## src/icache_pkg.sv

```systemverilog
package icache_pkg;

    localparam int LINE_WORDS  = 4;
    localparam int INDEX_BITS  = 6;
    localparam int NUM_LINES   = 64;
    localparam int TAG_BITS    = 22;
    localparam int OFFSET_BITS = $clog2(LINE_WORDS);  // word select inside one line

    localparam logic [31:0] RESET_PC = 32'h0000_0000;

    // controller state encodings
    localparam logic [1:0] ST_LOOKUP     = 2'd1;
    localparam logic [1:0] ST_MEM_READ   = 2'd2;
    localparam logic [1:0] ST_LINE_WRITE = 2'd3;

    typedef struct packed {
        logic [TAG_BITS-1:0]    tag;
        logic [INDEX_BITS-1:0]  index;
        logic [OFFSET_BITS-1:0] word;
        logic [1:0]             byte_off;
    } fetch_fields_t;

    // the fetch address is read either as a plain word or split into cache fields
    typedef union packed {
        logic [31:0]   raw;
        fetch_fields_t f;
    } fetch_addr_u;

    typedef logic [LINE_WORDS-1:0][31:0] cache_line_t;  // word 0 sits in the low bits

    typedef struct packed {
        logic        valid;  // one-cycle request pulse
        logic [31:0] addr;   // always line-aligned
    } mem_req_t;

    typedef struct packed {
        logic        ready;  // one-cycle strobe with the line
        cache_line_t line;
    } mem_rsp_t;

    typedef struct packed {
        logic        we;
        fetch_addr_u addr;
        cache_line_t line;
    } cache_fill_t;

    typedef struct packed {
        logic        valid;
        logic [31:0] target;
    } redirect_t;

    typedef struct packed {
        logic        valid;
        logic [31:0] pc;
        logic [31:0] instr;
    } fetch_out_t;

endpackage

```

## src/icache_controller.sv

```systemverilog
module icache_controller
    import icache_pkg::*;
(
    input  logic        clk_i,
    input  logic        rst_i,
    input  logic        stall_i,
    input  fetch_addr_u pc_i,
    input  logic        hit_i,
    input  logic [31:0] hit_word_i,
    input  logic        mem_ready_i,
    input  mem_rsp_t    mem_rsp_i,
    output mem_req_t    mem_req_o,
    output cache_fill_t fill_o,
    output fetch_out_t  fetch_o,
    output logic        deliver_o
);

    logic [1:0]  state_q;
    logic [1:0]  state_d;
    fetch_addr_u miss_q;  // the whole missed pc for the later compare
    fetch_addr_u miss_d;
    cache_line_t line_q;  // copy of the returned line for the delivery cycle
    logic        capture_line;
    logic        pc_same;

    // clears the word and byte offsets to get the start of the line
    function automatic fetch_addr_u line_base(input fetch_addr_u addr);
        fetch_addr_u base;
        base            = addr;
        base.f.word     = '0;
        base.f.byte_off = '0;
        return base;
    endfunction

    assign pc_same      = pc_i.raw == miss_q.raw;
    assign capture_line = (state_q == ST_MEM_READ) && mem_rsp_i.ready;

    always_comb begin
        state_d   = state_q;
        miss_d    = miss_q;
        mem_req_o = '0;
        fill_o    = '0;
        fetch_o   = '0;

        case (state_q)
            ST_LOOKUP: begin
                // no fetch activity while reset is held
                if (rst_i && !stall_i) begin
                    if (hit_i) begin
                        fetch_o.valid = 1'b1;
                        fetch_o.pc    = pc_i.raw;
                        fetch_o.instr = hit_word_i;
                    end
                    else if (mem_ready_i) begin
                        mem_req_o.valid = 1'b1;  // a single pulse because the state moves on
                        mem_req_o.addr  = line_base(pc_i).raw;
                        miss_d          = pc_i;
                        state_d         = ST_MEM_READ;
                    end
                end
            end

            ST_MEM_READ: begin
                if (mem_rsp_i.ready) begin
                    fill_o.we   = 1'b1;
                    fill_o.addr = line_base(miss_q);
                    fill_o.line = mem_rsp_i.line;
                    // a stall here still keeps the line but skips delivery
                    state_d     = stall_i ? ST_LOOKUP : ST_LINE_WRITE;
                end
            end

            ST_LINE_WRITE: begin
                // the pc may have been redirected while memory was busy
                if (!stall_i && pc_same) begin
                    fetch_o.valid = 1'b1;
                    fetch_o.pc    = miss_q.raw;
                    fetch_o.instr = line_q[miss_q.f.word];
                end
                state_d = ST_LOOKUP;
            end

            default: begin
                state_d = ST_LOOKUP;
            end
        endcase
    end

    assign deliver_o = fetch_o.valid;  // tells the pc unit to step by one word

    always_ff @(posedge clk_i) begin
        if (!rst_i) begin
            state_q <= ST_LOOKUP;
        end
        else begin
            state_q <= state_d;
        end
    end

    always_ff @(posedge clk_i) begin
        miss_q <= miss_d;
        if (capture_line) begin
            line_q <= mem_rsp_i.line;
        end
    end

    // requests leave only from lookup with memory ready, and the miss is then in flight
    a_req_from_lookup: assert property (
        @(posedge clk_i) disable iff (!rst_i)
        mem_req_o.valid |-> (state_q == ST_LOOKUP && mem_ready_i) ##1 (state_q == ST_MEM_READ)
    ) else $error("icache_controller: memory request outside lookup");

    // a line write and a delivery never share a cycle
    a_fill_or_fetch: assert property (
        @(posedge clk_i) disable iff (!rst_i)
        !(fetch_o.valid && fill_o.we)
    ) else $error("icache_controller: fetch valid during a line write");

endmodule

```

## config.mk

```make
export PLATFORM = sky130hd
export DESIGN_NAME = icache_controller
export DESIGN_NICKNAME = d
export VERILOG_FILES = /design/src/icache_pkg.sv /design/src/icache_controller.sv
export SDC_FILE = /design/constraint.sdc
export NUM_CORES = 1
export LEC_CHECK = 0
export ABC_AREA = 0
export BUFFER_PORTS_ARGS = -buffer_cell sky130_fd_sc_hd__buf_2
export CELL_PAD_IN_SITES_DETAIL_PLACEMENT = 1
export CELL_PAD_IN_SITES_GLOBAL_PLACEMENT = 1
export CORE_AREA = 2 2 175 177
export CTS_CLUSTER_DIAMETER = 40
export CTS_CLUSTER_SIZE = 16
export DETAILED_ROUTE_END_ITERATION = 8
export DIE_AREA = 0 0 177 179
export PLACE_DENSITY = 0.71
export SYNTH_ARGS = -nofsm -noshare
export SYNTH_HDL_FRONTEND = slang
export SYNTH_SLANG_ARGS = --single-unit
```

## constraint.sdc

```tcl
create_clock -name clk_i -period 5 [get_ports clk_i]
set_input_delay 0.75 -clock clk_i [delete_from_list [all_inputs] [get_ports clk_i]]
set_output_delay 0.75 -clock clk_i [all_outputs]
set_load 0.005 [all_outputs]
```

==> results of run 1 <==
power by group:
| group | internal [W] | switching [W] | total, W |
|---|---|---|---|
| Clock | 0.000713 | 0.000617 | 0.00133 |
| Combinational | 0.000224 | 0.000284 | 0.000508 |
| Sequential | 0.00157 | 0.0000282 | 0.00159 |
stage by stage:
stage          worst slack, ns  instance area, µm²  instances  utilization
6_report                  1.14               11300       1400        0.375
5_1_grt                  0.959               11300       1400        0.375
4_1_cts                  0.931               11300       1400        0.375
3_5_place_dp              1.39               10700       1368        0.355
3_3_place_gp              1.35               10700       1368        0.355
2_1_floorplan             1.09                8170        585            -
worst max-delay path, cell delays in order (launching register included):
cell and delay [ns]:
edfxtp_1 0.32, buf_4 0.45, xor2_1 0.21, nor4_1 0.40, nand4_1 0.28, nor3_4 0.29
buf_12 0.33, a22o_1 0.24, buf_2 0.13
logic make-up after synthesis:
family / count (synthesis)
flops: 162
compound gates: 67
simple gates: 207
fa+ha+maj: 4
xor+xnor: 32
other cells: 1
buf+inv: 72
mux: 33
sequential cells by signal, indices dropped and copies added, names as in the netlist:
signal	count
line_q	128
miss_q	32
state_q	2
final cells by class:
type                    count  area (µm²)
well taps                 396         495
clock buffers              17         425
multi-input cells         351        3000
flip-flops and latches    162        4840
clock inverters            15         168
inverters                   3        11.3
repair buffers            456        2330
fillers                  3378       18800
path summary, 6_finish.rpt:
path | startpoint | to | depth (start not counted)
setup / recovery | miss_q[3] | fetch_o[1] | 8
hold reg to reg | state_q[1] | state_q[1] | 2
hold / removal | mem_rsp_i[18] | line_q[18] | 1
setup reg to reg | state_q[0] | line_q[127] | 4
cells in the final DEF, fill, tap and decap left out, types with 2 or more instances in the layout:
master and count:
edfxtp_1 160, nor2b_1 3, inv_8 3, nor4_1 7, clkinvlp_4 2, inv_1 3
nand4_1 2, buf_4 6, a22o_1 64, inv_6 6, xor2_1 31, buf_2 448
clkinv_8 2, dfxtp_1 2, and3_1 156, conb_1 8, mux4_2 32, and2_1 28
a21oi_1 2, ha_1 3, clkbuf_16 17, buf_12 2
layer usage:
| layer | vias to the layer above | GRT usage |
|---|---|---|
| li1 | 3083 | - |
| met1 | 3256 | 0.212 |
| met2 | 299 | 0.309 |
| met3 | 35 | 0.0276 |
| met4 | 0 | 0.0671 |
| met5 | - | 0 |
==> run summary, run 1 <==
Syn-to-layout area delta -> 38.3%
Crit Path Class -> flip-flop to output pin
# hold bufs at CTS -> 0
Max Fclk -> 259 MHz
Status -> completed
Die Width -> 177 µm
Initial antenna violation count -> 0
Top-count cell post-synth -> edfxtp_1
Gr ovfl total -> 0
H-tree levels -> 4
Hold Crit Class -> primary input to flip-flop
Combinational family with the most area after synthesis -> simple AND/OR/NAND/NOR gates
Kind of end point of the critical path -> output pin
Worst reg2reg setup slack -> 2.45 ns
Fraction of layout cells with a size suffix above 1 -> 0.523
Largest net degree at the start of global routing -> 159
CTS tree -> built
Final Setup Violations -> 0
Hold WS -> 0.504 ns
Actual slew at the worst max-slew pin -> 1.24 ns
CTS Buf Count -> 17
CORE AREA -> 30000 µm²
DRC violations left -> 0
Cells after synthesis -> 578
Worst EP arrival -> 3.11 ns
Worst clock skew -> 0.0135 ns
Type of origin of the critical path -> flip-flop
First-pass GRT wire length -> 40.6 mm
Yosys warns -> 0
Top fanout value on the critical path -> 65
Nets@finish -> 1193
Xor/xnor share of the synthesized area -> 0.0344
Hold Violations, Final -> 0
Post-Syn Area -> 8150 µm²
Root buffer cell -> clkbuf_16
Post-synth ARST share -> 0
Complex-gate fraction of the synthesized area -> 0.0710
Multiplexer share of the synthesized area -> 0.0897
Flops & latches, synth -> 162
Die Footprint -> 31700 µm²
Synth cell count leaders -> edfxtp_1, and3_1, a22o_1
Row cnt -> 64
Adder-Cell Fraction of Synth Area -> 0.00614
Distinct cells, synth -> 30
Post-synth EDFFs -> 160
Peak VDD IR -> 167 µV
Setup_tns -> 0 ns
Max Transition Viols Final -> 0
Max layer used -> met4
Leak pwr -> 5.67 nW
Relative slew slack -> 0.170
Wire length on met1 -> 11.6 mm
Setup Buffers After CTS -> 0
GRT Overall Usage -> 0.174
Initial Utilization -> 0.271
WL met2 -> 14.7 mm
Post-Synth Simple-Gate Area -> 0.160
Share of the synthesized area in the top cell type -> 0.590
Wirelength per Cell -> 20.5 µm
Area contributors post-synth -> edfxtp_1, and3_1, mux4_2
Antenna-violating nets left -> 0
Critical Path RT -> 4.25 ns
Num ports -> 458
Detailed route wirelength on metal3 -> 1.66 mm
Total clock sinks -> 162
Clock Tree Buf Depth -> 2
Synthesized area per cell -> 14.1 µm²
RSZ-0062 raised after global routing -> false
Resized Gates After CTS -> 0
DRT Wirelength -> 28.7 mm
DR vias -> 6673
Tot Pwr -> 0.00343 W
Sequential area share after synthesis -> 0.595
Die Y -> 179 µm
Period utilization -> 0.771
HPWL Detailed -> 21.0 mm
Skew-Pair Late Insertion Delay -> 0.43 ns
Max-cap viol count -> 0
P per Cell Area -> 305 nW/µm²
Vias in the first global route -> 6611
TritonRoute pass-1 iters -> 4
N_diodes -> 0
RD Place Congestion -> 0.804
Post-route minimum period -> 3.86 ns
Main flop type after synthesis -> edfxtp_1
IO buf count -> 449
Detailed Route Iter0 Violations -> 302
Vias per cell -> 4.77
Worst-path clk slew -> 0.08 ns
Post-synth top area cell -> edfxtp_1
(Power assumes the default switching activity.)
==> run 2: changes to the inputs <==
--- a/config.mk
+++ b/config.mk
@@ -9,12 +9,12 @@
 export BUFFER_PORTS_ARGS = -buffer_cell sky130_fd_sc_hd__buf_2
 export CELL_PAD_IN_SITES_DETAIL_PLACEMENT = 1
 export CELL_PAD_IN_SITES_GLOBAL_PLACEMENT = 1
-export CORE_AREA = 2 2 175 177
+export CORE_AREA = 2 2 178 180
 export CTS_CLUSTER_DIAMETER = 40
 export CTS_CLUSTER_SIZE = 16
 export DETAILED_ROUTE_END_ITERATION = 8
-export DIE_AREA = 0 0 177 179
-export PLACE_DENSITY = 0.71
+export DIE_AREA = 0 0 180 182
+export PLACE_DENSITY = 0.67
 export SYNTH_ARGS = -nofsm -noshare
 export SYNTH_HDL_FRONTEND = slang
 export SYNTH_SLANG_ARGS = --single-unit
==> constraint.sdc (replaced) <==
create_clock -name clk_i -period 3.9 [get_ports clk_i]
set_input_delay 0.585 -clock clk_i [delete_from_list [all_inputs] [get_ports clk_i]]
set_output_delay 0.585 -clock clk_i [all_outputs]
set_load 0.005 [all_outputs]
==> run 2 against run 1 <==
Non-clock buffer count is 4 higher. Via count is 0.96% higher. Flip-flop and latch count stayed put. Wire length is 4.7% higher. Combinational power is 31% higher. Global-route usage is 0.39 points higher. Die area is 3.4% higher. Final cell count is 0.86% higher. Clock power is 31% higher. Register-to-register slack worse by 1.0 ns. Clock-buffer cell count stayed put. Total power is 30% higher. Highest routed layer unchanged.
==> run summary, run 2 (synthesis gave the netlist of run 1 again) <==
Status -> completed
DRC violations left -> 0 (unchanged)
Reg-to-Reg Start -> state_q[0]
CP startpoint -> miss_q[18]
Setup Buffers After CTS -> 0 (unchanged)
Row cnt -> 65 (+1.6%)
Max-cap viol count -> 0 (unchanged)
Post-DP Area -> 10700 µm² (+0.47%)
Final Util -> 0.366 (-0.00905)
Final Setup Violations -> 0 (unchanged)
Crit Path Class -> flip-flop to output pin
IO buf count -> 449 (unchanged)
Crit path cell chain -> xor2_1, nor4_1, nand4_1, nor3_4, buf_4, a22o_1, buf_2
CTS tree -> built
GRT Overall Usage -> 0.178 (+0.00387)
Worst EP arrival -> 2.77 ns (-0.34 ns)
Skew-Pair Late Insertion Delay -> 0.43 ns (about the same)
Max Fclk -> 298 MHz
CTS Buf Count -> 17 (unchanged)
RD Place Congestion -> 0.819 (+1.8%)
Max Transition Viols Final -> 0 (unchanged)
Nets@finish -> 1197 (+0.34%)
Detailed Route Iter0 Violations -> 330 (+9.3%)
Kind of end point of the critical path -> output pin
First-pass GRT wire length -> 44.0 mm (+8.2%)
Worst-path clk slew -> 0.08 ns (about the same)
Num ports -> 458 (unchanged)
Actual slew at the worst max-slew pin -> 0.715 ns (-0.529 ns)
Leading cell type in the layout, fill and taps excluded -> buf_2
Hold path cells -> 1 (unchanged)
Fraction of layout cells with a size suffix above 1 -> 0.526 (+0.00289)
Hold Crit Class -> primary input to flip-flop
Leak pwr -> 5.70 nW (+0.64%)
Syn-to-layout area delta -> 39.3%
Max FFs per register -> 128 (unchanged)
CP Capture Point -> fetch_o[13]
CORE AREA -> 31000 µm² (+3.2%)
CP top delay family -> simple AND/OR/NAND/NOR gates
Die Width -> 180 µm (+1.7%)
Type of origin of the critical path -> flip-flop
Post-route minimum period -> 3.35 ns
Wirelength per Cell -> 21.3 µm (+3.8%)
Cell count along the critical path -> 7 (-1)
Initial Utilization -> 0.263 (-0.00838)
RSZ-0062 raised after global routing -> false
Total clock sinks -> 162 (unchanged)
H-tree levels -> 4 (unchanged)
Resized Gates After CTS -> 0 (unchanged)
Vias in the first global route -> 7021 (+6.2%)
Die Y -> 182 µm (+1.7%)
Root buffer cell -> clkbuf_16
Relative slew slack -> 0.523 (+0.353)
Worst clock skew -> 0.0129 ns (-0.000634 ns)
Die Footprint -> 32800 µm² (+3.4%)
Worst reg2reg setup slack -> 1.45 ns (-1.00 ns)
Placed cells -> 1378 (+0.73%)
Setup_tns -> 0 ns (unchanged)
DRT Wirelength -> 30.0 mm (+4.7%)
Vias per cell -> 4.77 (+0.10%)
P per Cell Area -> 393 nW/µm² (+29%)
Antenna-violating nets left -> 0 (unchanged)
Gr ovfl total -> 0 (unchanged)
Worst Path Buf+Inv -> 2 (-1)
DR vias -> 6737 (+0.96%)
Top reg by flops -> line_q
Top fanout value on the critical path -> 42 (-35%)
Period utilization -> 0.860
# hold bufs at CTS -> 0 (unchanged)
Largest registers -> line_q: 128 flops, miss_q: 32 flops, state_q: 2 flops
Critical Path RT -> 3.31 ns (-0.94 ns)
Tot Pwr -> 0.00445 W (+30%)
Largest stage delay, worst path -> 0.46 ns (about the same)
Clock Tree Buf Depth -> 2 (unchanged)
HPWL Detailed -> 22.7 mm (+7.9%)
Reg-to-Reg End -> line_q[27]
Initial antenna violation count -> 3 (+3)
TritonRoute pass-1 iters -> 4 (unchanged)
Most frequent cells in the layout -> buf_2, edfxtp_1, and3_1
Hold Violations, Final -> 0 (unchanged)
Post-route cell area -> 11300 µm² (+0.70%)
Reg2Reg Depth -> 4 (unchanged)
Largest net degree at the start of global routing -> 94 (-41%)
Slowest-stage cell, CP -> buf_4
Cell Count, Final, Fillers Out -> 1412 (+0.86%)
Peak VDD IR -> 277 µV (+66%)
==> run 2: cell count changes in the layout (fill, tap and decap cells not counted), sizes merged <==
cell	delta
clkinv	+5
clkinvlp	-1
buf	+4
inv	-4
diode	+2
==> run 2: worst min-delay path by stage <==
stage	from	endpoint	slack, ns
2_1_floorplan	state_q[1]	state_q[1]	0.53
3_3_place_gp	state_q[1]	state_q[1]	0.58
3_5_place_dp	state_q[1]	state_q[1]	0.60
4_1_cts	mem_rsp_i[70]	line_q[70]	0.32
5_1_grt	mem_rsp_i[5]	line_q[5]	0.32
6_report	mem_rsp_i[70]	line_q[70]	0.34
==> run 2: area by class of cell <==
class	instances	area [µm²]
Tap cell	402	503
Inverter	3	11.3
Fill cell	3446	19600
Timing Repair Buffer	460	2370
Sequential cell	162	4840
Clock inverter	15	191
Antenna cell	2	5.00
Multi-Input combinational cell	351	3000
Clock buffer	17	425
==> run 2: metrics by stage <==
stage | setup WS, ns | hold WS [ns]
after floorplan | 0.315 | 0.528
after global placement | 0.761 | 0.582
after detailed placement | 0.733 | 0.598
after CTS | 0.525 | 0.315
after global routing | 0.388 | 0.324
final | 0.546 | 0.343
==> run 2: layer usage <==
metal / global-route usage / share of wire / vias up / wire [µm]
li1: - / - / 3095 / -
met1: 0.217 / 0.40 / 3293 / 12100
met2: 0.318 / 0.51 / 324 / 15400
met3: 0.0373 / 0.068 / 25 / 2050
met4: 0.0491 / 0.016 / 0 / 467
met5: 0 / 0 / - / 0
==> run 2: where the power goes <==
group / switching, W / leakage (nW) / internal, W
registers: 0.0000349 / 1.46 / 0.00201
clock network: 0.000821 / 0.295 / 0.000923
logic: 0.000373 / 3.95 / 0.000294
