$ cat src/icache_pkg.sv
package icache_pkg;

    localparam int LINE_WORDS  = 4;
    localparam int INDEX_BITS  = 6;
    localparam int NUM_LINES   = 64;
    localparam int TAG_BITS    = 22;
    localparam int OFFSET_BITS = $clog2(LINE_WORDS);  // word select inside one line

    localparam logic [31:0] RESET_PC = 32'h0000_0000;

    // controller state encodings
    localparam logic [1:0] ST_LOOKUP     = 2'd1;
    localparam logic [1:0] ST_MEM_READ   = 2'd2;
    localparam logic [1:0] ST_LINE_WRITE = 2'd3;

    typedef struct packed {
        logic [TAG_BITS-1:0]    tag;
        logic [INDEX_BITS-1:0]  index;
        logic [OFFSET_BITS-1:0] word;
        logic [1:0]             byte_off;
    } fetch_fields_t;

    // the fetch address is read either as a plain word or split into cache fields
    typedef union packed {
        logic [31:0]   raw;
        fetch_fields_t f;
    } fetch_addr_u;

    typedef logic [LINE_WORDS-1:0][31:0] cache_line_t;  // word 0 sits in the low bits

    typedef struct packed {
        logic        valid;  // one-cycle request pulse
        logic [31:0] addr;   // always line-aligned
    } mem_req_t;

    typedef struct packed {
        logic        ready;  // one-cycle strobe with the line
        cache_line_t line;
    } mem_rsp_t;

    typedef struct packed {
        logic        we;
        fetch_addr_u addr;
        cache_line_t line;
    } cache_fill_t;

    typedef struct packed {
        logic        valid;
        logic [31:0] target;
    } redirect_t;

    typedef struct packed {
        logic        valid;
        logic [31:0] pc;
        logic [31:0] instr;
    } fetch_out_t;

endpackage

$ cat src/fetch_pc.sv
module fetch_pc
    import icache_pkg::*;
(
    input  logic        clk_i,
    input  logic        rst_i,
    input  logic        stall_i,
    input  logic        deliver_i,
    input  redirect_t   redirect_i,
    output fetch_addr_u pc_o
);

    fetch_addr_u pc_q;
    fetch_addr_u pc_d;
    logic        advance;

    // the pc steps by one word only on a delivery that is not stalled
    assign advance = deliver_i && !stall_i;

    always_comb begin
        pc_d = pc_q;
        if (redirect_i.valid) begin
            pc_d.raw = redirect_i.target;  // a redirect wins over the advance
        end
        else if (advance) begin
            pc_d.raw = pc_q.raw + 32'd4;
        end
    end

    always_ff @(posedge clk_i) begin
        if (!rst_i) begin
            pc_q.raw <= RESET_PC;
        end
        else begin
            pc_q <= pc_d;
        end
    end

    assign pc_o = pc_q;

    // instructions are 32 bits, so the byte offset of the pc must stay zero
    a_pc_aligned: assert property (
        @(posedge clk_i) disable iff (!rst_i)
        pc_q.f.byte_off == 2'b00
    ) else $error("fetch_pc: pc 0x%08h is not word-aligned", pc_q.raw);

endmodule

$ cat config.mk
export PLATFORM = sky130hd
export DESIGN_NAME = fetch_pc
export DESIGN_NICKNAME = d
export VERILOG_FILES = /design/src/icache_pkg.sv /design/src/fetch_pc.sv
export SDC_FILE = /design/constraint.sdc
export NUM_CORES = 1
export LEC_CHECK = 0
export BUFFER_PORTS_ARGS = -buffer_cell sky130_fd_sc_hd__buf_4
export CAP_MARGIN = 20
export CORE_ASPECT_RATIO = 0.8
export CORE_MARGIN = 3
export CORE_UTILIZATION = 49
export DETAILED_ROUTE_END_ITERATION = 16
export GPL_TIMING_DRIVEN = 1
export PLACE_DENSITY = 0.82
export SLEW_MARGIN = 5
export SYNTH_ARGS = -nofsm -noshare
export SYNTH_HDL_FRONTEND = slang
export SYNTH_SLANG_ARGS = --single-unit
export TNS_END_PERCENT = 30
$ cat constraint.sdc
create_clock -name clk_i -period 2.4 [get_ports clk_i]
set_clock_uncertainty 0.1 [all_clocks]
set_input_delay 0.36 -clock clk_i [delete_from_list [all_inputs] [get_ports clk_i]]
set_output_delay 0.36 -clock clk_i [all_outputs]
set_load 0.01 [all_outputs]
==> run_summary.xml, run 1 <==
<?xml version="1.0" encoding="UTF-8"?>
<metrics>
  <group name="clock_network">
    <metric name="cts_hold_repair.buffers" unit="">0</metric>
    <metric name="worst_setup_hold_path_clk_slew" unit="ns">0.07</metric>
    <metric name="latest_clock_arrival_within_the_worst_skew_pair" unit="ns">0.29</metric>
    <metric name="postCtsSetupBuffers" unit="">0</metric>
    <metric name="buffer_depth_of_the_longest_clock_path" unit="">2</metric>
    <metric name="htree_num_levels" unit="">2</metric>
    <metric name="cts_resized" unit="">0</metric>
    <metric name="tritoncts_clock_tree" unit="">done</metric>
    <metric name="cts.sink_count" unit="">32</metric>
    <metric name="cts_made_buffers" unit="">5</metric>
    <metric name="clock_tree.root_cell" unit="">clkbuf_8</metric>
  </group>
  <group name="setup_path">
    <metric name="count_of_buffer_and_inverter_cells_on_the_critical_path" unit="">0</metric>
    <metric name="critPathArrivalTime" unit="ns">2.28</metric>
    <metric name="cp_data_required_time" unit="ns">2.52</metric>
    <metric name="critical_path_peak_fanout" unit="">12</metric>
    <metric name="timing.critical_path.max_delay_family" unit="">simple AND/OR/NAND/NOR gates</metric>
    <metric name="slowest_stage" unit="">or3_1</metric>
    <metric name="timing.critical_path.cells" unit="">ha_1 &gt; nand3b_1 &gt; or3_1 &gt; or4_1 &gt; a31oi_1</metric>
    <metric name="worst_case_reg_to_reg_path_depth" unit="">5</metric>
    <metric name="criticalPathCategory" unit="">reg2reg</metric>
    <metric name="slowest_delay" unit="ns">0.53</metric>
    <metric name="setup.worst_path.start_class" unit="">register</metric>
    <metric name="cp-end-kind" unit="">register</metric>
    <metric name="crit_cells" unit="">5</metric>
  </group>
  <group name="synthesis">
    <metric name="postSynthCellCount" unit="">226</metric>
    <metric name="ys_ff_latch" unit="">32</metric>
    <metric name="synth_warnings" unit="">0</metric>
    <metric name="yosys_most_used_dff" unit="">dfxtp_1</metric>
    <metric name="yosys.area.top_type_share" unit="%">34.2</metric>
    <metric name="synth.net_count" unit="">264</metric>
    <metric name="synth-edff-count" unit="">0</metric>
    <metric name="netlist_area" unit="um^2">1870</metric>
    <metric name="synth_most_common_cell" unit="">dfxtp_1</metric>
    <metric name="synth.avg_cell_area" unit="um^2">8.28</metric>
    <metric name="synth_largest_area_cell" unit="">dfxtp_1</metric>
    <metric name="synthTopCellsByCount" unit="">32 x dfxtp_1, 20 x o21ai_0, 19 x nand2_1</metric>
    <metric name="ys_seq_area_share" unit="%">34.2</metric>
    <metric name="asyncSetResetFlopFracSynth" unit="%">0</metric>
    <metric name="synth.lib_cells_used.distinct" unit="">43</metric>
    <metric name="synth.area.top_cells" unit="">dfxtp_1 34%, o21ai_0 5.3%, or4_1 4.4%</metric>
  </group>
  <group name="power">
    <metric name="cellLeakagePower" unit="nW">1.04</metric>
    <metric name="p_sw_share" unit="%">27.9</metric>
    <metric name="cell_internal_pwr" unit="mW">0.933</metric>
    <metric name="comb_power_share" unit="%">18.2</metric>
    <metric name="max-vdd-ir-drop" unit="mV">0.359</metric>
    <metric name="sequentialPowerShare" unit="%">48.4</metric>
    <metric name="power-per-cell-area" unit="nW/um^2">521</metric>
    <metric name="power_frac_clock" unit="%">33.4</metric>
    <metric name="switching_power" unit="mW">0.362</metric>
  </group>
  <group name="drt">
    <metric name="first_pass_iters" unit="">4</metric>
    <metric name="remaining_drc_errors" unit="">0</metric>
    <metric name="top_routing_layer_in_use" unit="">met4</metric>
    <metric name="dr_wl_met2" unit="um">2310</metric>
    <metric name="wl_per_cell" unit="um">15.2</metric>
    <metric name="final_antenna_net_count" unit="">0</metric>
    <metric name="met1Wirelength" unit="um">2330</metric>
    <metric name="wirelength" unit="um">5000</metric>
    <metric name="drt-initial-drc-count" unit="">165</metric>
    <metric name="wl_met3" unit="um">292</metric>
    <metric name="vias" unit="">2012</metric>
    <metric name="viasPerCell" unit="">6.10</metric>
  </group>
  <group name="job">
    <metric name="cap_viol_max_count" unit="">0</metric>
  </group>
  <group name="cells_and_area">
    <metric name="antennaDiodeCount" unit="">0</metric>
    <metric name="areaGrowthSynthToFinish" unit="%">32.6</metric>
    <metric name="finalNetCount" unit="">325</metric>
    <metric name="footprint_of_the_multi_input_gates" unit="um^2">1140</metric>
    <metric name="layout.area.seq" unit="um^2">641</metric>
    <metric name="stdcell_area" unit="um^2">2480</metric>
    <metric name="largest_register_ffs" unit="">32</metric>
    <metric name="final-instance-count-excl-fill" unit="">330</metric>
    <metric name="num-fill-cells" unit="">324</metric>
    <metric name="drive_above_1_share" unit="%">29.5</metric>
  </group>
  <group name="grt">
    <metric name="grt_antenna_before_repair" unit="">0</metric>
    <metric name="grt_max_degree" unit="">39</metric>
    <metric name="globalRouteOverflowTotal" unit="">0</metric>
    <metric name="first_pass_grt_wire_length" unit="um">7940</metric>
    <metric name="vias_in_the_first_global_route" unit="">1814</metric>
    <metric name="global_route.usage.total" unit="%">22.7</metric>
  </group>
  <group name="sta">
    <metric name="finalWorstPathRequiredPeriod" unit="ns">2.16</metric>
    <metric name="fmax" unit="MHz">462</metric>
    <metric name="fin_setup_tns" unit="ns">0</metric>
    <metric name="fin_worst_hold_slack" unit="ns">0.192</metric>
    <metric name="timing.final.max_slew_violations" unit="">0</metric>
    <metric name="timing_hold_violations_final" unit="">0</metric>
    <metric name="worstMarginPinSlew" unit="ns">0.555</metric>
    <metric name="crit_path_setup_slack_layout" unit="ns">0.235</metric>
    <metric name="finalSetupViolCount" unit="">0</metric>
    <metric name="min_period_over_period" unit="%">90.2</metric>
    <metric name="rsz_0062_raised_after_global_routing" unit="">false</metric>
    <metric name="relSlewSlack" unit="%">62.7</metric>
  </group>
  <group name="placed_design">
    <metric name="dp.final_hpwl" unit="um">3700</metric>
    <metric name="rd_place_congestion" unit="">0.856</metric>
    <metric name="detailed_place.area" unit="um^2">2390</metric>
    <metric name="place_ws" unit="ns">0.248</metric>
    <metric name="placedCellCount" unit="">322</metric>
    <metric name="port_buffers" unit="">68</metric>
  </group>
  <group name="floorplanning">
    <metric name="design.core.area" unit="um^2">3540</metric>
    <metric name="initial_core_utilization" unit="%">52.8</metric>
    <metric name="fp.dieH" unit="um">61.3</metric>
    <metric name="core.rowCount" unit="">19</metric>
    <metric name="ioPinCount" unit="">69</metric>
    <metric name="floorplan.die_area" unit="um^2">4600</metric>
    <metric name="die-width" unit="um">75.1</metric>
  </group>
  <group name="outcome">
    <metric name="run_status" unit="">complete, no violations</metric>
  </group>
  <group name="worst_hold_path">
    <metric name="timing.hold.worst_path_depth" unit="">2</metric>
    <metric name="hold_path.class" unit="">in2reg</metric>
  </group>
</metrics>
-- cells in the final DEF, fill, tap and decap left out, types with 6 or more instances in the layout --
| master | instances |
|---|---|
| nand4_1 | 9 |
| or4_1 | 11 |
| nand2_1 | 19 |
| nand2b_1 | 10 |
| clkbuf_8 | 6 |
| a31oi_1 | 10 |
| nand3_1 | 8 |
| nor4_1 | 6 |
| xnor2_1 | 8 |
| o21ai_0 | 20 |
| dfxtp_1 | 32 |
| buf_4 | 71 |
| o211a_1 | 8 |
-- cells by family (layout without fill, tap and decap cells) --
logic type	Yosys count	after routing	synth area share, %
flip-flops	32	32	34.2
adder cells (fa/ha/maj)	1	1	0.668
buffers and inverters	22	84	4.61
multiplexers	2	2	1.07
AO/OA/AOI/OAI	62	62	23.3
XOR/XNOR	11	11	5.15
AND/OR/NAND/NOR	96	96	30.9
-- final timing paths --
check,from,endpoint,slack (ns)
hold / removal,redirect_i[2],pc_o[2],0.19
setup / recovery,pc_o[2],pc_o[22],0.24
setup reg to reg,pc_o[2],pc_o[22],0.24
hold reg to reg,pc_o[1],pc_o[1],0.42
-- stage by stage --
step	util (%)	total power, mW
final	70.1	1.29
after global routing	70.1	1.35
after CTS	70.1	1.30
after floorplan	-	0.743
after global placement	67.5	0.866
after detailed placement	67.5	0.872
-- layout make-up --
type | instances | share of cell area (%)
Clock buffer | 6 | 3.33
Clock inverter | 2 | 0.403
Inverter | 5 | 0.756
Multi-Input combinational cell | 172 | 46.1
Sequential cell | 32 | 25.8
Tap cell | 42 | 2.12
Timing Repair Buffer | 71 | 21.5
-- layer usage --
metal / vias up / track usage, %
met2: 61 / 37.6
met1: 951 / 28.4
met3: 7 / 6.04
li1: 993 / -
met5: - / 0
met4: 0 / 8.38
-- power groups by stage --
stage          Combinational, mW  Clock [mW]  Sequential, mW
2_1_floorplan              0.100           0           0.642
3_3_place_gp               0.232           0           0.635
3_5_place_dp               0.236           0           0.636
4_1_cts                    0.237       0.438           0.625
5_1_grt                    0.260       0.456           0.633
6_report                   0.235       0.433           0.626
-- worst register-to-register path, delay by kind of cell, from the launching register on --
family / cells / cell delay, ns
and+or+nand+nor: 3 / 1.20
DFF: 1 / 0.42
adders and majority gates: 1 / 0.22
AOI/OAI and AO/OA: 1 / 0.16
Note: power is estimated with default switching activity, not from simulation.
==> run 2, diff against run 1 <==
--- a/config.mk
+++ b/config.mk
@@ -9,10 +9,10 @@
 export CAP_MARGIN = 20
 export CORE_ASPECT_RATIO = 0.8
 export CORE_MARGIN = 3
-export CORE_UTILIZATION = 49
+export CORE_UTILIZATION = 44
 export DETAILED_ROUTE_END_ITERATION = 16
 export GPL_TIMING_DRIVEN = 1
-export PLACE_DENSITY = 0.82
+export PLACE_DENSITY = 0.78
 export SLEW_MARGIN = 5
 export SYNTH_ARGS = -nofsm -noshare
 export SYNTH_HDL_FRONTEND = slang
==> constraint.sdc (replaced) <==
create_clock -name clk_i -period 1.9 [get_ports clk_i]
set_clock_uncertainty 0.1 [all_clocks]
set_input_delay 0.285 -clock clk_i [delete_from_list [all_inputs] [get_ports clk_i]]
set_output_delay 0.285 -clock clk_i [all_outputs]
set_load 0.01 [all_outputs]
==> run 2 against run 1 <==
Net effect: the run now ends with negative setup slack left; clock power grew 27%; fmax grew 13%; critical path depth grew 1; global-route usage grew 0.59 points; die area grew 10%; worst setup slack lost 0.26 ns; non-clock buffer count grew 39; count of clock-buffer cells in the layout is the same.
==> run_summary.xml, run 2 (synthesis results as in run 1) <==
<?xml version="1.0" encoding="UTF-8"?>
<metrics>
  <group name="outcome">
    <metric name="run_status" unit="">finished, violations left</metric>
    <metric name="failing_checks" unit="">negative setup slack</metric>
  </group>
  <group name="sta">
    <metric name="fin_setup_tns" unit="ns">-0.0236</metric>
    <metric name="finalSetupViolCount" unit="">1</metric>
    <metric name="min_period_over_period" unit="%">101</metric>
    <metric name="finalWorstPathRequiredPeriod" unit="ns">1.92</metric>
    <metric name="timing_hold_violations_final" unit="">0</metric>
    <metric name="relSlewSlack" unit="%">76.6</metric>
    <metric name="rsz_0062_raised_after_global_routing" unit="">true</metric>
    <metric name="crit_path_setup_slack_layout" unit="ns">-0.0236</metric>
    <metric name="timing.final.max_slew_violations" unit="">0</metric>
    <metric name="worstMarginPinSlew" unit="ns">0.351</metric>
    <metric name="fmax" unit="MHz">520</metric>
  </group>
  <group name="grt">
    <metric name="first_pass_grt_wire_length" unit="um">9240</metric>
    <metric name="grt_max_degree" unit="">39</metric>
    <metric name="global_route.usage.total" unit="%">23.2</metric>
    <metric name="globalRouteOverflowTotal" unit="">0</metric>
    <metric name="grt_antenna_before_repair" unit="">0</metric>
    <metric name="vias_in_the_first_global_route" unit="">2000</metric>
  </group>
  <group name="setup_path">
    <metric name="setup.worst_path.start_class" unit="">register</metric>
    <metric name="cp_data_required_time" unit="ns">1.98</metric>
    <metric name="count_of_buffer_and_inverter_cells_on_the_critical_path" unit="">1</metric>
    <metric name="criticalPathCategory" unit="">reg2reg</metric>
    <metric name="timing.critical_path.max_delay_family" unit="">simple AND/OR/NAND/NOR gates</metric>
    <metric name="cp-end-kind" unit="">register</metric>
    <metric name="slowest_stage" unit="">or3_4</metric>
    <metric name="critPathArrivalTime" unit="ns">2.00</metric>
    <metric name="slowest_delay" unit="ns">0.46</metric>
    <metric name="timing.critical_path.cells" unit="">ha_4 &gt; nand3b_1 &gt; or3_4 &gt; buf_6 &gt; o31a_1 &gt; o311a_1</metric>
    <metric name="critical_path_peak_fanout" unit="">7</metric>
    <metric name="crit_cells" unit="">6</metric>
    <metric name="worst_case_reg_to_reg_path_depth" unit="">6</metric>
  </group>
  <group name="cells_and_area">
    <metric name="num-fill-cells" unit="">357</metric>
    <metric name="stdcell_area" unit="um^2">2870</metric>
    <metric name="drive_above_1_share" unit="%">44.0</metric>
    <metric name="finalNetCount" unit="">364</metric>
    <metric name="final_common_cell" unit="">buf_4</metric>
    <metric name="antennaDiodeCount" unit="">0</metric>
    <metric name="areaGrowthSynthToFinish" unit="%">53.5</metric>
    <metric name="final-instance-count-excl-fill" unit="">382</metric>
    <metric name="largest_register_ffs" unit="">32</metric>
    <metric name="most-common-layout-cells" unit="">107 x buf_4, 21 x dfxtp_1, 19 x nand2_1, 19 x o21ai_0</metric>
  </group>
  <group name="power">
    <metric name="power-per-cell-area" unit="nW/um^2">595</metric>
    <metric name="cellLeakagePower" unit="nW">1.24</metric>
    <metric name="max-vdd-ir-drop" unit="mV">0.422</metric>
  </group>
  <group name="worst_hold_path">
    <metric name="timing.hold.worst_path_depth" unit="">2</metric>
    <metric name="hold_path.class" unit="">in2reg</metric>
  </group>
  <group name="drt">
    <metric name="viasPerCell" unit="">5.71</metric>
    <metric name="remaining_drc_errors" unit="">0</metric>
    <metric name="drt-initial-drc-count" unit="">150</metric>
    <metric name="vias" unit="">2181</metric>
    <metric name="final_antenna_net_count" unit="">0</metric>
    <metric name="first_pass_iters" unit="">4</metric>
    <metric name="wirelength" unit="um">5810</metric>
    <metric name="wl_per_cell" unit="um">15.2</metric>
  </group>
  <group name="floorplanning">
    <metric name="core.rowCount" unit="">20</metric>
    <metric name="floorplan.die_area" unit="um^2">5080</metric>
    <metric name="initial_core_utilization" unit="%">47.3</metric>
    <metric name="ioPinCount" unit="">69</metric>
    <metric name="die-width" unit="um">78.9</metric>
    <metric name="fp.dieH" unit="um">64.3</metric>
    <metric name="design.core.area" unit="um^2">3950</metric>
  </group>
  <group name="placed_design">
    <metric name="detailed_place.area" unit="um^2">2720</metric>
    <metric name="placedCellCount" unit="">371</metric>
    <metric name="dp.final_hpwl" unit="um">4270</metric>
    <metric name="port_buffers" unit="">68</metric>
    <metric name="place_ws" unit="ns">-0.0531</metric>
    <metric name="rd_place_congestion" unit="">0.858</metric>
  </group>
  <group name="clock_network">
    <metric name="cts_made_buffers" unit="">5</metric>
    <metric name="tritoncts_clock_tree" unit="">done</metric>
    <metric name="clock_tree.root_cell" unit="">clkbuf_8</metric>
    <metric name="buffer_depth_of_the_longest_clock_path" unit="">2</metric>
    <metric name="worst_setup_hold_path_clk_slew" unit="ns">0.07</metric>
    <metric name="htree_num_levels" unit="">2</metric>
    <metric name="latest_clock_arrival_within_the_worst_skew_pair" unit="ns">0.29</metric>
    <metric name="cts.sink_count" unit="">32</metric>
    <metric name="cts_hold_repair.buffers" unit="">0</metric>
  </group>
  <group name="job">
    <metric name="cap_viol_max_count" unit="">0</metric>
  </group>
</metrics>
run 2: power by group:
group	leakage (nW)	switching [mW]	internal (mW)
registers	0.270	0.0482	0.723
logic	0.920	0.170	0.219
clock network	0.0510	0.262	0.289
total	1.24	0.479	1.23
run 2: area by class of cell:
class / count / area (um^2) / share of cell area [%]
Clock inverter: 2 / 10.0 / 0.348
Multi-Input combinational cell: 172 / 1190 / 41.6
Clock buffer: 6 / 82.6 / 2.87
Timing Repair Buffer: 110 / 840 / 29.2
Inverter: 5 / 18.8 / 0.653
Tap cell: 55 / 68.8 / 2.39
Sequential cell: 32 / 659 / 22.9
run 2: final timing paths:
path,startpoint,endpoint,slack (ns)
worst max register to register,pc_o[2],pc_o[30],-0.02
worst min register to register,pc_o[16],pc_o[16],0.42
worst max-delay path,pc_o[2],pc_o[30],-0.02
worst min-delay path,redirect_i[2],pc_o[2],0.12
run 2: per-stage QoR:
| stage | util (%) | hold slack [ns] | total power, mW |
|---|---|---|---|
| 6_report | 72.7 | 0.122 | 1.71 |
| 5_1_grt | 72.7 | 0.121 | 1.79 |
| 4_1_cts | 71.4 | 0.122 | 1.71 |
| 3_5_place_dp | 68.8 | 0.414 | 1.16 |
| 3_3_place_gp | 68.8 | 0.402 | 1.16 |
| 2_1_floorplan | - | 0.322 | 0.943 |
run 2: layer usage:
layer,routed length (um),global-route usage [%],vias up
li1,-,-,1067
met3,410,4.23,6
met5,0,0,-
met2,2780,37.1,81
met1,2560,31.3,1027
met4,61,8.58,0
run 2: what timing repair did:
item                       in CTS  in global routing
setup endpoints to repair       6                 13
pin swaps                       1                  7
gates cloned                    0                  0
resized for setup               3                 10
hold endpoints to repair        0                  0
buffers inserted                0                  3
